$ cat src/rtl/loader_pkg.sv
package loader_pkg;

	////////////////////////////////////////////////////////////
	// Bus widths
	////////////////////////////////////////////////////////////

	localparam int host_data_w = 16;
	localparam int host_addr_w = 25;
	localparam int host_idx_w  = 8;
	localparam int mem_addr_w  = 24;
	localparam int cd_len_w    = 15;

	////////////////////////////////////////////////////////////
	// Download indices
	////////////////////////////////////////////////////////////

	// Index 0 is a plain ROM, index 1 a SuperGrafx image
	localparam logic [host_idx_w-1:0] idx_cart_max = 8'd1;
	localparam logic [host_idx_w-1:0] idx_cd_data  = 8'd2;
	localparam logic [host_idx_w-1:0] idx_cheat    = 8'hff;

	////////////////////////////////////////////////////////////
	// Populous signature
	////////////////////////////////////////////////////////////

	// Block addresses without the low four bits
	localparam logic [mem_addr_w-5:0] pop_sig_base_a = 20'h212;
	localparam logic [mem_addr_w-5:0] pop_sig_base_b = 20'h1f2;

	// Offsets of the four words inside a block
	localparam logic [3:0] pop_sig_off0 = 4'd6;
	localparam logic [3:0] pop_sig_off1 = 4'd8;
	localparam logic [3:0] pop_sig_off2 = 4'd10;
	localparam logic [3:0] pop_sig_off3 = 4'd12;

	// Expected words as they reach memory
	localparam logic [host_data_w-1:0] pop_sig_word0 = 16'h4f50;
	localparam logic [host_data_w-1:0] pop_sig_word1 = 16'h5550;
	localparam logic [host_data_w-1:0] pop_sig_word2 = 16'h4f4c;
	localparam logic [host_data_w-1:0] pop_sig_word3 = 16'h5355;

	////////////////////////////////////////////////////////////
	// Cheat code
	////////////////////////////////////////////////////////////

	// Host offset of the last word of a code
	localparam logic [3:0] cheat_last_off = 4'd14;

	// Loaded as eight host words, read as four 32-bit fields.
	// Offsets 0..14 go to slots 6,7,4,5,2,3,0,1
	typedef union packed {
		logic [7:0][host_data_w-1:0] slots;
		struct packed {
			logic [31:0] flags;
			logic [31:0] address;
			logic [31:0] compare;
			logic [31:0] replace;
		} fields;
	} cheat_code_t;

endpackage

$ cat src/rtl/cd_sector_streamer.sv
`timescale 1ns/1ps

module cd_sector_streamer import loader_pkg::*; (
	input  logic                   clk_sys,
	input  logic                   reset,
	input  logic                   cd_start,
	input  logic                   cd_wr,
	input  logic [host_data_w-1:0] ioctl_dout,
	output logic [7:0]             cd_byte,
	output logic                   cd_byte_wr,
	output logic                   cd_dm,
	output logic                   busy
);

	logic                   head_done;
	logic [cd_len_w-1:0]    byte_len;
	logic [cd_len_w-1:0]    byte_cnt;
	logic [host_data_w-1:0] dat;
	logic                   byte_sel;

	// Low byte goes out first
	assign cd_byte = byte_sel ? dat[15:8] : dat[7:0];

	always_ff @(posedge clk_sys) begin
		if (cd_wr && head_done && (byte_cnt < byte_len)) begin
			dat <= ioctl_dout;
		end
	end

	////////////////////////////////////////////////////////////
	// Header and byte sequencing
	////////////////////////////////////////////////////////////

	always_ff @(posedge clk_sys) begin
		if (reset) begin
			head_done  <= 1'b0;
			byte_len   <= '0;
			byte_cnt   <= '0;
			byte_sel   <= 1'b0;
			cd_dm      <= 1'b0;
			cd_byte_wr <= 1'b0;
			busy       <= 1'b0;
		end else if (cd_start) begin
			head_done  <= 1'b0;
			byte_len   <= '0;
			byte_cnt   <= '0;
			cd_byte_wr <= 1'b0;
			busy       <= 1'b0;
		end else begin
			if (cd_wr) begin
				if (!head_done) begin
					// Header word: mode bit on top, byte count below
					{cd_dm, byte_len} <= ioctl_dout;
					byte_cnt          <= '0;
					head_done         <= 1'b1;
				end else if (byte_cnt < byte_len) begin
					busy     <= 1'b1;
					byte_sel <= 1'b0;
				end
			end

			// High one cycle, low one cycle per byte
			if (busy) begin
				if (!cd_byte_wr) begin
					cd_byte_wr <= 1'b1;
				end else begin
					cd_byte_wr <= 1'b0;
					byte_sel   <= ~byte_sel;
					byte_cnt   <= byte_cnt + 1'b1;
					if (byte_sel || (byte_cnt >= byte_len - 1'b1)) begin
						busy <= 1'b0;
					end
				end
			end
		end
	end

	// Consumer sees a gap after every byte
	assert property (@(posedge clk_sys) disable iff (reset) cd_byte_wr |=> !cd_byte_wr)
		else $error("cd_byte_wr high on two consecutive cycles");

endmodule

$ cat src/rtl/cheat_loader.sv
`timescale 1ns/1ps

module cheat_loader import loader_pkg::*; (
	input  logic                   clk_sys,
	input  logic                   reset,
	input  logic                   code_wr,
	input  logic [3:0]             word_off,
	input  logic [host_data_w-1:0] ioctl_dout,
	output cheat_code_t            gg_code,
	output logic                   gg_code_valid
);

	logic [2:0] slot_sel;

	// Low half of a field sits one slot below its high half,
	// and fields run from the top slot pair downwards
	assign slot_sel = {~word_off[3:2], word_off[1]};

	always_ff @(posedge clk_sys) begin
		if (code_wr && !word_off[0]) begin
			gg_code.slots[slot_sel] <= ioctl_dout;
		end
	end

	// One pulse once the replace high word is in
	always_ff @(posedge clk_sys) begin
		if (reset) begin
			gg_code_valid <= 1'b0;
		end else begin
			gg_code_valid <= code_wr && (word_off == cheat_last_off);
		end
	end

endmodule

$ cat src/rtl/download_ctrl.sv
`timescale 1ns/1ps

module download_ctrl import loader_pkg::*; (
	input  logic                  clk_sys,
	input  logic                  reset,
	input  logic                  ioctl_download,
	input  logic [host_idx_w-1:0] ioctl_index,
	input  logic                  ioctl_wr,
	input  logic                  word_done,
	input  logic                  busy,
	output logic                  cart_start,
	output logic                  cart_wr,
	output logic                  code_wr,
	output logic                  cd_start,
	output logic                  cd_wr,
	output logic                  ioctl_wait
);

	logic is_cart;
	logic is_cd;
	logic is_cheat;
	logic cart_dl;
	logic cd_dl;
	logic cheat_dl;
	logic cart_dl_q;
	logic cd_dl_q;
	logic cart_wait;

	// Index classes
	assign is_cart  = (ioctl_index <= idx_cart_max);
	assign is_cd    = (ioctl_index == idx_cd_data);
	assign is_cheat = (ioctl_index == idx_cheat);

	assign cart_dl  = ioctl_download & is_cart;
	assign cd_dl    = ioctl_download & is_cd;
	assign cheat_dl = ioctl_download & is_cheat;

	// Per-target write strobes, same cycle as the host strobe
	assign cart_wr = ioctl_wr & cart_dl;
	assign code_wr = ioctl_wr & cheat_dl;
	assign cd_wr   = ioctl_wr & cd_dl;

	// Start of a download, one cycle after the level rises
	always_ff @(posedge clk_sys) begin
		if (reset) begin
			cart_dl_q  <= 1'b0;
			cd_dl_q    <= 1'b0;
			cart_start <= 1'b0;
			cd_start   <= 1'b0;
		end else begin
			cart_dl_q  <= cart_dl;
			cd_dl_q    <= cd_dl;
			cart_start <= cart_dl & ~cart_dl_q;
			cd_start   <= cd_dl & ~cd_dl_q;
		end
	end

	// Held from a cartridge write until memory has taken the word
	always_ff @(posedge clk_sys) begin
		if (reset) begin
			cart_wait <= 1'b0;
		end else if (cart_wr) begin
			cart_wait <= 1'b1;
		end else if (word_done) begin
			cart_wait <= 1'b0;
		end
	end

	assign ioctl_wait = cart_wait | busy;

	// Host holds cartridge words back while the previous one is in flight
	assert property (@(posedge clk_sys) disable iff (reset) cart_wr |-> !ioctl_wait)
		else $error("cartridge write while ioctl_wait is high");

endmodule

$ cat src/rtl/loader_top.sv
`timescale 1ns/1ps

module loader_top import loader_pkg::*; (
	input  logic                   clk_sys,
	input  logic                   reset,

	// Host download port
	input  logic                   ioctl_download,
	input  logic [host_idx_w-1:0]  ioctl_index,
	input  logic                   ioctl_wr,
	input  logic [host_addr_w-1:0] ioctl_addr,
	input  logic [host_data_w-1:0] ioctl_dout,
	output logic                   ioctl_wait,
	input  logic                   swap_en,

	// Cartridge memory
	output logic                   mem_wr_req,
	input  logic                   mem_wr_ack,
	output logic [mem_addr_w-1:0]  mem_wr_addr,
	output logic [host_data_w-1:0] mem_wr_data,
	output logic [1:0]             rom_populous,
	output logic                   rom_sgx,

	// Cheat code
	output cheat_code_t            gg_code,
	output logic                   gg_code_valid,

	// CD sector bytes
	output logic [7:0]             cd_byte,
	output logic                   cd_byte_wr,
	output logic                   cd_dm
);

	logic cart_start;
	logic cart_wr;
	logic code_wr;
	logic cd_start;
	logic cd_wr;
	logic word_done;
	logic cd_busy;

	////////////////////////////////////////////////////////////
	// Control
	////////////////////////////////////////////////////////////

	download_ctrl u_download_ctrl (
		.clk_sys        (clk_sys),
		.reset          (reset),
		.ioctl_download (ioctl_download),
		.ioctl_index    (ioctl_index),
		.ioctl_wr       (ioctl_wr),
		.word_done      (word_done),
		.busy           (cd_busy),
		.cart_start     (cart_start),
		.cart_wr        (cart_wr),
		.code_wr        (code_wr),
		.cd_start       (cd_start),
		.cd_wr          (cd_wr),
		.ioctl_wait     (ioctl_wait)
	);

	////////////////////////////////////////////////////////////
	// Datapaths
	////////////////////////////////////////////////////////////

	rom_writer u_rom_writer (
		.clk_sys      (clk_sys),
		.reset        (reset),
		.cart_start   (cart_start),
		.cart_wr      (cart_wr),
		.sgx_sel      (ioctl_index[0]),
		.ioctl_dout   (ioctl_dout),
		.swap_en      (swap_en),
		.mem_wr_ack   (mem_wr_ack),
		.mem_wr_req   (mem_wr_req),
		.mem_wr_addr  (mem_wr_addr),
		.mem_wr_data  (mem_wr_data),
		.word_done    (word_done),
		.rom_populous (rom_populous),
		.rom_sgx      (rom_sgx)
	);

	cheat_loader u_cheat_loader (
		.clk_sys       (clk_sys),
		.reset         (reset),
		.code_wr       (code_wr),
		.word_off      (ioctl_addr[3:0]),
		.ioctl_dout    (ioctl_dout),
		.gg_code       (gg_code),
		.gg_code_valid (gg_code_valid)
	);

	cd_sector_streamer u_cd_sector_streamer (
		.clk_sys    (clk_sys),
		.reset      (reset),
		.cd_start   (cd_start),
		.cd_wr      (cd_wr),
		.ioctl_dout (ioctl_dout),
		.cd_byte    (cd_byte),
		.cd_byte_wr (cd_byte_wr),
		.cd_dm      (cd_dm),
		.busy       (cd_busy)
	);

endmodule

$ cat src/rtl/rom_writer.sv
`timescale 1ns/1ps

module rom_writer import loader_pkg::*; (
	input  logic                   clk_sys,
	input  logic                   reset,
	input  logic                   cart_start,
	input  logic                   cart_wr,
	input  logic                   sgx_sel,
	input  logic [host_data_w-1:0] ioctl_dout,
	input  logic                   swap_en,
	input  logic                   mem_wr_ack,
	output logic                   mem_wr_req,
	output logic [mem_addr_w-1:0]  mem_wr_addr,
	output logic [host_data_w-1:0] mem_wr_data,
	output logic                   word_done,
	output logic [1:0]             rom_populous,
	output logic                   rom_sgx
);

	logic [host_data_w-1:0] wr_data;
	logic                   pending;
	logic                   in_flight;
	logic                   sig_block;
	logic                   sig_bad;

	////////////////////////////////////////////////////////////
	// Data path
	////////////////////////////////////////////////////////////

	// Optional bit reversal inside each byte
	always_comb begin
		wr_data = ioctl_dout;
		if (swap_en) begin
			for (int i = 0; i < 8; i++) begin
				wr_data[i]     = ioctl_dout[7 - i];
				wr_data[8 + i] = ioctl_dout[15 - i];
			end
		end
	end

	// Word stays on the memory bus until acknowledged
	always_ff @(posedge clk_sys) begin
		if (cart_wr) begin
			mem_wr_data <= wr_data;
		end
	end

	////////////////////////////////////////////////////////////
	// Signature compare
	////////////////////////////////////////////////////////////

	assign sig_block = (mem_wr_addr[mem_addr_w-1:4] == pop_sig_base_a) ||
	                   (mem_wr_addr[mem_addr_w-1:4] == pop_sig_base_b);

	always_comb begin
		case (mem_wr_addr[3:0])
			pop_sig_off0: sig_bad = (wr_data != pop_sig_word0);
			pop_sig_off1: sig_bad = (wr_data != pop_sig_word1);
			pop_sig_off2: sig_bad = (wr_data != pop_sig_word2);
			pop_sig_off3: sig_bad = (wr_data != pop_sig_word3);
			default:      sig_bad = 1'b0;
		endcase
	end

	////////////////////////////////////////////////////////////
	// Request toggle and address
	////////////////////////////////////////////////////////////

	assign pending = (mem_wr_req != mem_wr_ack);

	always_ff @(posedge clk_sys) begin
		if (reset) begin
			mem_wr_req   <= 1'b0;
			mem_wr_addr  <= '0;
			in_flight    <= 1'b0;
			word_done    <= 1'b0;
			rom_populous <= 2'b00;
			rom_sgx      <= 1'b0;
		end else begin
			word_done <= 1'b0;
			if (cart_start) begin
				mem_wr_addr  <= '0;
				rom_populous <= 2'b11;
				rom_sgx      <= sgx_sel;
			end else if (cart_wr) begin
				mem_wr_req <= ~mem_wr_req;
				in_flight  <= 1'b1;
				// Address bit 13 tells the two blocks apart
				if (sig_block && sig_bad) begin
					rom_populous[mem_wr_addr[13]] <= 1'b0;
				end
			end else if (in_flight && !pending) begin
				in_flight   <= 1'b0;
				word_done   <= 1'b1;
				mem_wr_addr <= mem_wr_addr + 2'd2;
			end
		end
	end

	// Relies on the host wait to hold the next word back
	assert property (@(posedge clk_sys) disable iff (reset) pending |=> $stable(mem_wr_req))
		else $error("mem_wr_req toggled while a write was pending");

endmodule

$ cat config.mk
export PLATFORM = sky130hd
export DESIGN_NAME = loader_top
export DESIGN_NICKNAME = d
export VERILOG_FILES = /design/src/rtl/loader_pkg.sv /design/src/rtl/cd_sector_streamer.sv /design/src/rtl/cheat_loader.sv /design/src/rtl/download_ctrl.sv /design/src/rtl/loader_top.sv /design/src/rtl/rom_writer.sv
export SDC_FILE = /design/constraint.sdc
export NUM_CORES = 1
export LEC_CHECK = 0
export ABC_CLOCK_PERIOD_IN_PS = 3450
export BUFFER_PORTS_ARGS = -buffer_cell sky130_fd_sc_hd__buf_2
export CORE_MARGIN = 2
export CORE_UTILIZATION = 55
export CTS_BUF_LIST = sky130_fd_sc_hd__clkbuf_8
export DETAILED_ROUTE_END_ITERATION = 8
export PLACE_DENSITY = 0.79
export SYNTH_ARGS = -nofsm -noshare
export SYNTH_HDL_FRONTEND = slang
export SYNTH_SLANG_ARGS = --single-unit
$ cat constraint.sdc
create_clock -name clk_sys -period 3.45 [get_ports clk_sys]
set_input_delay 0.69 -clock clk_sys [delete_from_list [all_inputs] [get_ports clk_sys]]
set_output_delay 0.69 -clock clk_sys [all_outputs]
set_load 0.05 [all_outputs]
==> metrics.md <==
| Metric | Value |
|---|---|
| Worst R2R Path Depth | `10` |
| Grt ovf | `0` |
| Chip height | `134 um` |
| HPWL Detailed | `15.0 mm` |
| Most Crowded Layer GR | `met2` |
| Syn. warnings | `0` |
| Max-cap viol count | `0` |
| Initial antenna violation count | `1` |
| Critical R2R Capture | `u_cd_sector_streamer.busy$_SDFF_PP0_` |
| Worst Setup Slack, final | `0.863 ns` |
| GP Congestion | `0.836` |
| FP Rows | `47` |
| Post-CTS setup buffer count | `0` |
| Met2 usage | `0.398` |
| Via count | `6,484` |
| Synth-to-layout area growth | `22.2%` |
| Critical path startpoint | `u_cd_sector_streamer.byte_len[2]$_SDFFE_PP0P_` |
| #FFs+latches synth | `230` |
| DP Worst Slack | `0.797 ns` |
| Hold Crit Start | `u_download_ctrl.cd_dl_q$_SDFF_PP0_` |
| Crit path kind | `reg2reg` |
| Wire length of the first global-routing pass | `32.7 mm` |
| GR met1 Demand/Resource | `0.322` |
| Clk_skew | `0.0150 ns` |
| Routed WL | `22.2 mm` |
| Layout cell share with drive strength beyond 1 | `0.323` |
| Worst EP arrival | `3.05 ns` |
| Status | `finished, final reports clean` |
| Die width | `134 um` |
| Worst r2r src | `u_cd_sector_streamer.byte_len[2]$_SDFFE_PP0P_` |
| Fillcell total | `1,148` |
| Initial core utilization | `0.563` |
| Crit path capture type | `flip-flop` |
| Post-Syn Instances | `700` |
| Max Buffers Root-to-Sink | `3` |
| Distinct cell type count after synthesis | `62` |
| Hold Path Cell Cnt | `1` |
| Max VDD drop | `0.310 mV` |
| Largest net degree at the start of global routing | `25` |
| Overall routing resource usage | `0.239` |
| Worst Path Required | `3.91 ns` |
| Port buffer count | `216` |
| Rel. slew slack | `0.393` |
| Final hold viol count | `0` |
| EDFF count, synth | `160` |
| 1st-iter DRT viols | `446` |
| Mean Syn Cell Area | `13.3 um^2` |
| Async SR Flop Fraction | `0` |
| Hold Crit Class | `reg2reg` |
| Final setup fails | `0` |
| DRC | `0` |
| Total clock buffers created by CTS | `36` |
| Max-slew violation count | `0` |
| IO Pins | `239` |
| Number of global-route vias before repair | `5,842` |
| Post-Syn Area | `9330 um^2` |
| Design Power | `5340 uW` |
| Hold-fix buffers, CTS | `0` |
| Die area | `18,000 um^2` |
| Routed Antenna Nets | `0` |
| Final net count | `1,037` |
| Critical path fanouts, max | `5` |
| Sink Count | `230` |
| Min cycle time layout | `2.59 ns` |
| Unrepaired setup endpoints after global routing | `false` |
| Router iterations before antenna repair | `5` |
| Fin Hold WS | `0.386 ns` |
| Register area share after synthesis | `0.665` |
| Setup crit start kind | `flip-flop` |
| Vias per inst | `5.44` |
| Clock Pin Slew Worst Setup and Hold Paths | `0.06 ns` |
| Power Density | `468 nW/um^2` |
| Mapped Nets | `791` |
| Met3 usage | `0.0450` |
| Setup TNS | `0 ns` |
| Placeable Area | `16,600 um^2` |
| Clock root cell | `clkbuf_8` |
| Peak Freq | `387 MHz` |
| Flop-to-flop setup slack | `0.86 ns` |
| Primary FF master, synth | `edfxtp_1` |
| Crit share post-route | `0.750` |
| CTS tree | `yes` |
| Measured slew at the worst slew-check pin | `0.902 ns` |
| Drt wl/cell | `18.6 um` |
| Hold Path End | `u_download_ctrl.cd_start$_SDFF_PP0_` |
| Static leakage | `0.00454 uW` |
| Clock latency on the worst-skew pair | `0.52 ns` |
| H-tree levels | `2` |
| Post_cts resized | `0` |
[stage by stage]
step / util / instance area [um^2] / cells
final: 0.688 / 11400 / 1193
after global placement: 0.645 / 10700 / 1128
after global routing: 0.688 / 11400 / 1193
after detailed placement: 0.645 / 10700 / 1128
after floorplan: - / 9330 / 700
after CTS: 0.688 / 11400 / 1192
[power breakdown]
group / internal [uW] / leakage [uW] / switching [uW]
logic: 40.6 / 0.00214 / 102
clock network: 1240 / 0.000407 / 1010
registers: 2950 / 0.00200 / 0.540
[synth_stat cells (all sizes together) (2+ instances only)]
cell type / count / share of area
and3b: 2 / 0.0019
nand4b: 2 / 0.0019
nand2b: 3 / 0.0020
or3: 2 / 0.0013
xnor2: 19 / 0.018
ha: 36 / 0.048
and4: 2 / 0.0019
nand4: 13 / 0.010
mux2i: 12 / 0.013
nor2: 65 / 0.028
xor2: 30 / 0.028
a211oi: 6 / 0.0054
o2111ai: 3 / 0.0028
buf: 8 / 0.0055
nor2b: 6 / 0.0040
a21o: 2 / 0.0016
a41oi: 2 / 0.0019
nand3b: 2 / 0.0016
nor4: 12 / 0.0087
nor3: 18 / 0.011
nand3: 27 / 0.014
or2: 3 / 0.0020
nand2: 42 / 0.017
a21oi: 31 / 0.017
and2: 3 / 0.0020
dfxtp: 70 / 0.15
o21ai: 24 / 0.013
and3: 10 / 0.0067
edfxtp: 160 / 0.51
nor3b: 4 / 0.0032
inv: 31 / 0.012
clkbuf: 9 / 0.0036
nor4bb: 2 / 0.0021
mux2: 21 / 0.026
nor4b: 4 / 0.0054
[layer usage]
layer	vias to the layer above	part of all wire
met5	-	0
met4	0	0.019
met3	29	0.077
met2	323	0.48
met1	3064	0.42
li1	3068	-
[cells by family (layout without fill, tap and decap cells)]
family | Yosys count | after routing | share of synthesized area
AND/OR/NAND/NOR | 224 | 224 | 0.128
flip-flops | 230 | 230 | 0.665
AO/OA/AOI/OAI | 79 | 79 | 0.0523
adder cells (fa/ha/maj) | 36 | 36 | 0.0483
buffers and inverters | 48 | 320 | 0.0216
other | 1 | 2 | 0.000402
XOR/XNOR | 49 | 49 | 0.0460
multiplexers | 33 | 33 | 0.0390
[area by class of cell]
type                    instances  area, um^2  area share
clock inverters                23         148      0.0129
well taps                     220         275      0.0241
inverters                      31         116      0.0102
diodes                          1        2.50    0.000219
multi-input cells             422        2950       0.258
flip-flops and latches        230        6210       0.544
repair buffers                225        1150       0.101
clock buffers                  41         564      0.0495
[worst max path at each step]
stage	endpoint	slack, ns	cells after the start
2_1_floorplan	u_cheat_loader.gg_code[100]$_DFFE_PP_	0.54	3
3_3_place_gp	u_rom_writer.rom_populous[1]$_SDFFE_PP0P_	0.80	6
3_5_place_dp	u_cd_sector_streamer.dat[2]$_DFFE_PP_	0.80	5
4_1_cts	u_cd_sector_streamer.busy$_SDFF_PP0_	0.87	10
5_1_grt	u_cd_sector_streamer.busy$_SDFF_PP0_	0.69	10
6_report	u_cd_sector_streamer.busy$_SDFF_PP0_	0.86	10
[cell usage in the layout, fill, tap and decap left out, types with 3 or more instances in the layout]
master	n
xnor2_1	19
nor4_1	11
or2_2	3
edfxtp_1	160
o21ai_0	21
ha_1	36
mux2_1	3
nor2_1	64
inv_2	6
nor2b_1	6
a21oi_1	31
o2111ai_1	3
buf_4	9
nand2_1	42
a211oi_1	5
clkinv_2	3
mux2_2	17
dfxtp_1	70
nand3_1	27
nand4_1	12
mux2i_1	11
nand2b_1	3
and2_1	3
and3_1	10
nor4b_1	3
clkbuf_8	41
buf_2	216
nor3_1	14
clkinv_1	6
nor3_2	4
o21ai_1	3
nor3b_2	3
inv_1	36
xor2_1	30
[critical path, stage by stage (launching register included)]
cell,delay (ns)
dfxtp_1,0.36
nor4_1,0.45
nand2_1,0.22
nor4_1,0.26
xnor2_1,0.17
ha_1,0.26
a21o_1,0.18
a211oi_1,0.21
o21ai_0,0.10
o21ai_0,0.16
o2111a_1,0.18
[state kept, by name, indices dropped and copies added, names as in the netlist]
signal,cells
u_cd_sector_streamer.byte_len,15
u_rom_writer.mem_wr_req,1
u_download_ctrl.cd_dl_q,1
u_rom_writer.mem_wr_addr,23
u_cd_sector_streamer.cd_byte_wr,1
u_rom_writer.rom_populous,2
u_rom_writer.word_done,1
u_cd_sector_streamer.byte_sel,1
u_download_ctrl.cd_start,1
u_rom_writer.mem_wr_data,16
u_cd_sector_streamer.busy,1
u_cd_sector_streamer.head_done,1
u_cd_sector_streamer.byte_cnt,15
u_download_ctrl.cart_start,1
u_cd_sector_streamer.cd_dm,1
u_rom_writer.rom_sgx,1
u_cheat_loader.gg_code_valid,1
u_cheat_loader.gg_code,128
u_cd_sector_streamer.dat,16
u_download_ctrl.cart_wait,1
u_rom_writer.in_flight,1
u_download_ctrl.cart_dl_q,1
Power figures use the tool's default switching activity.
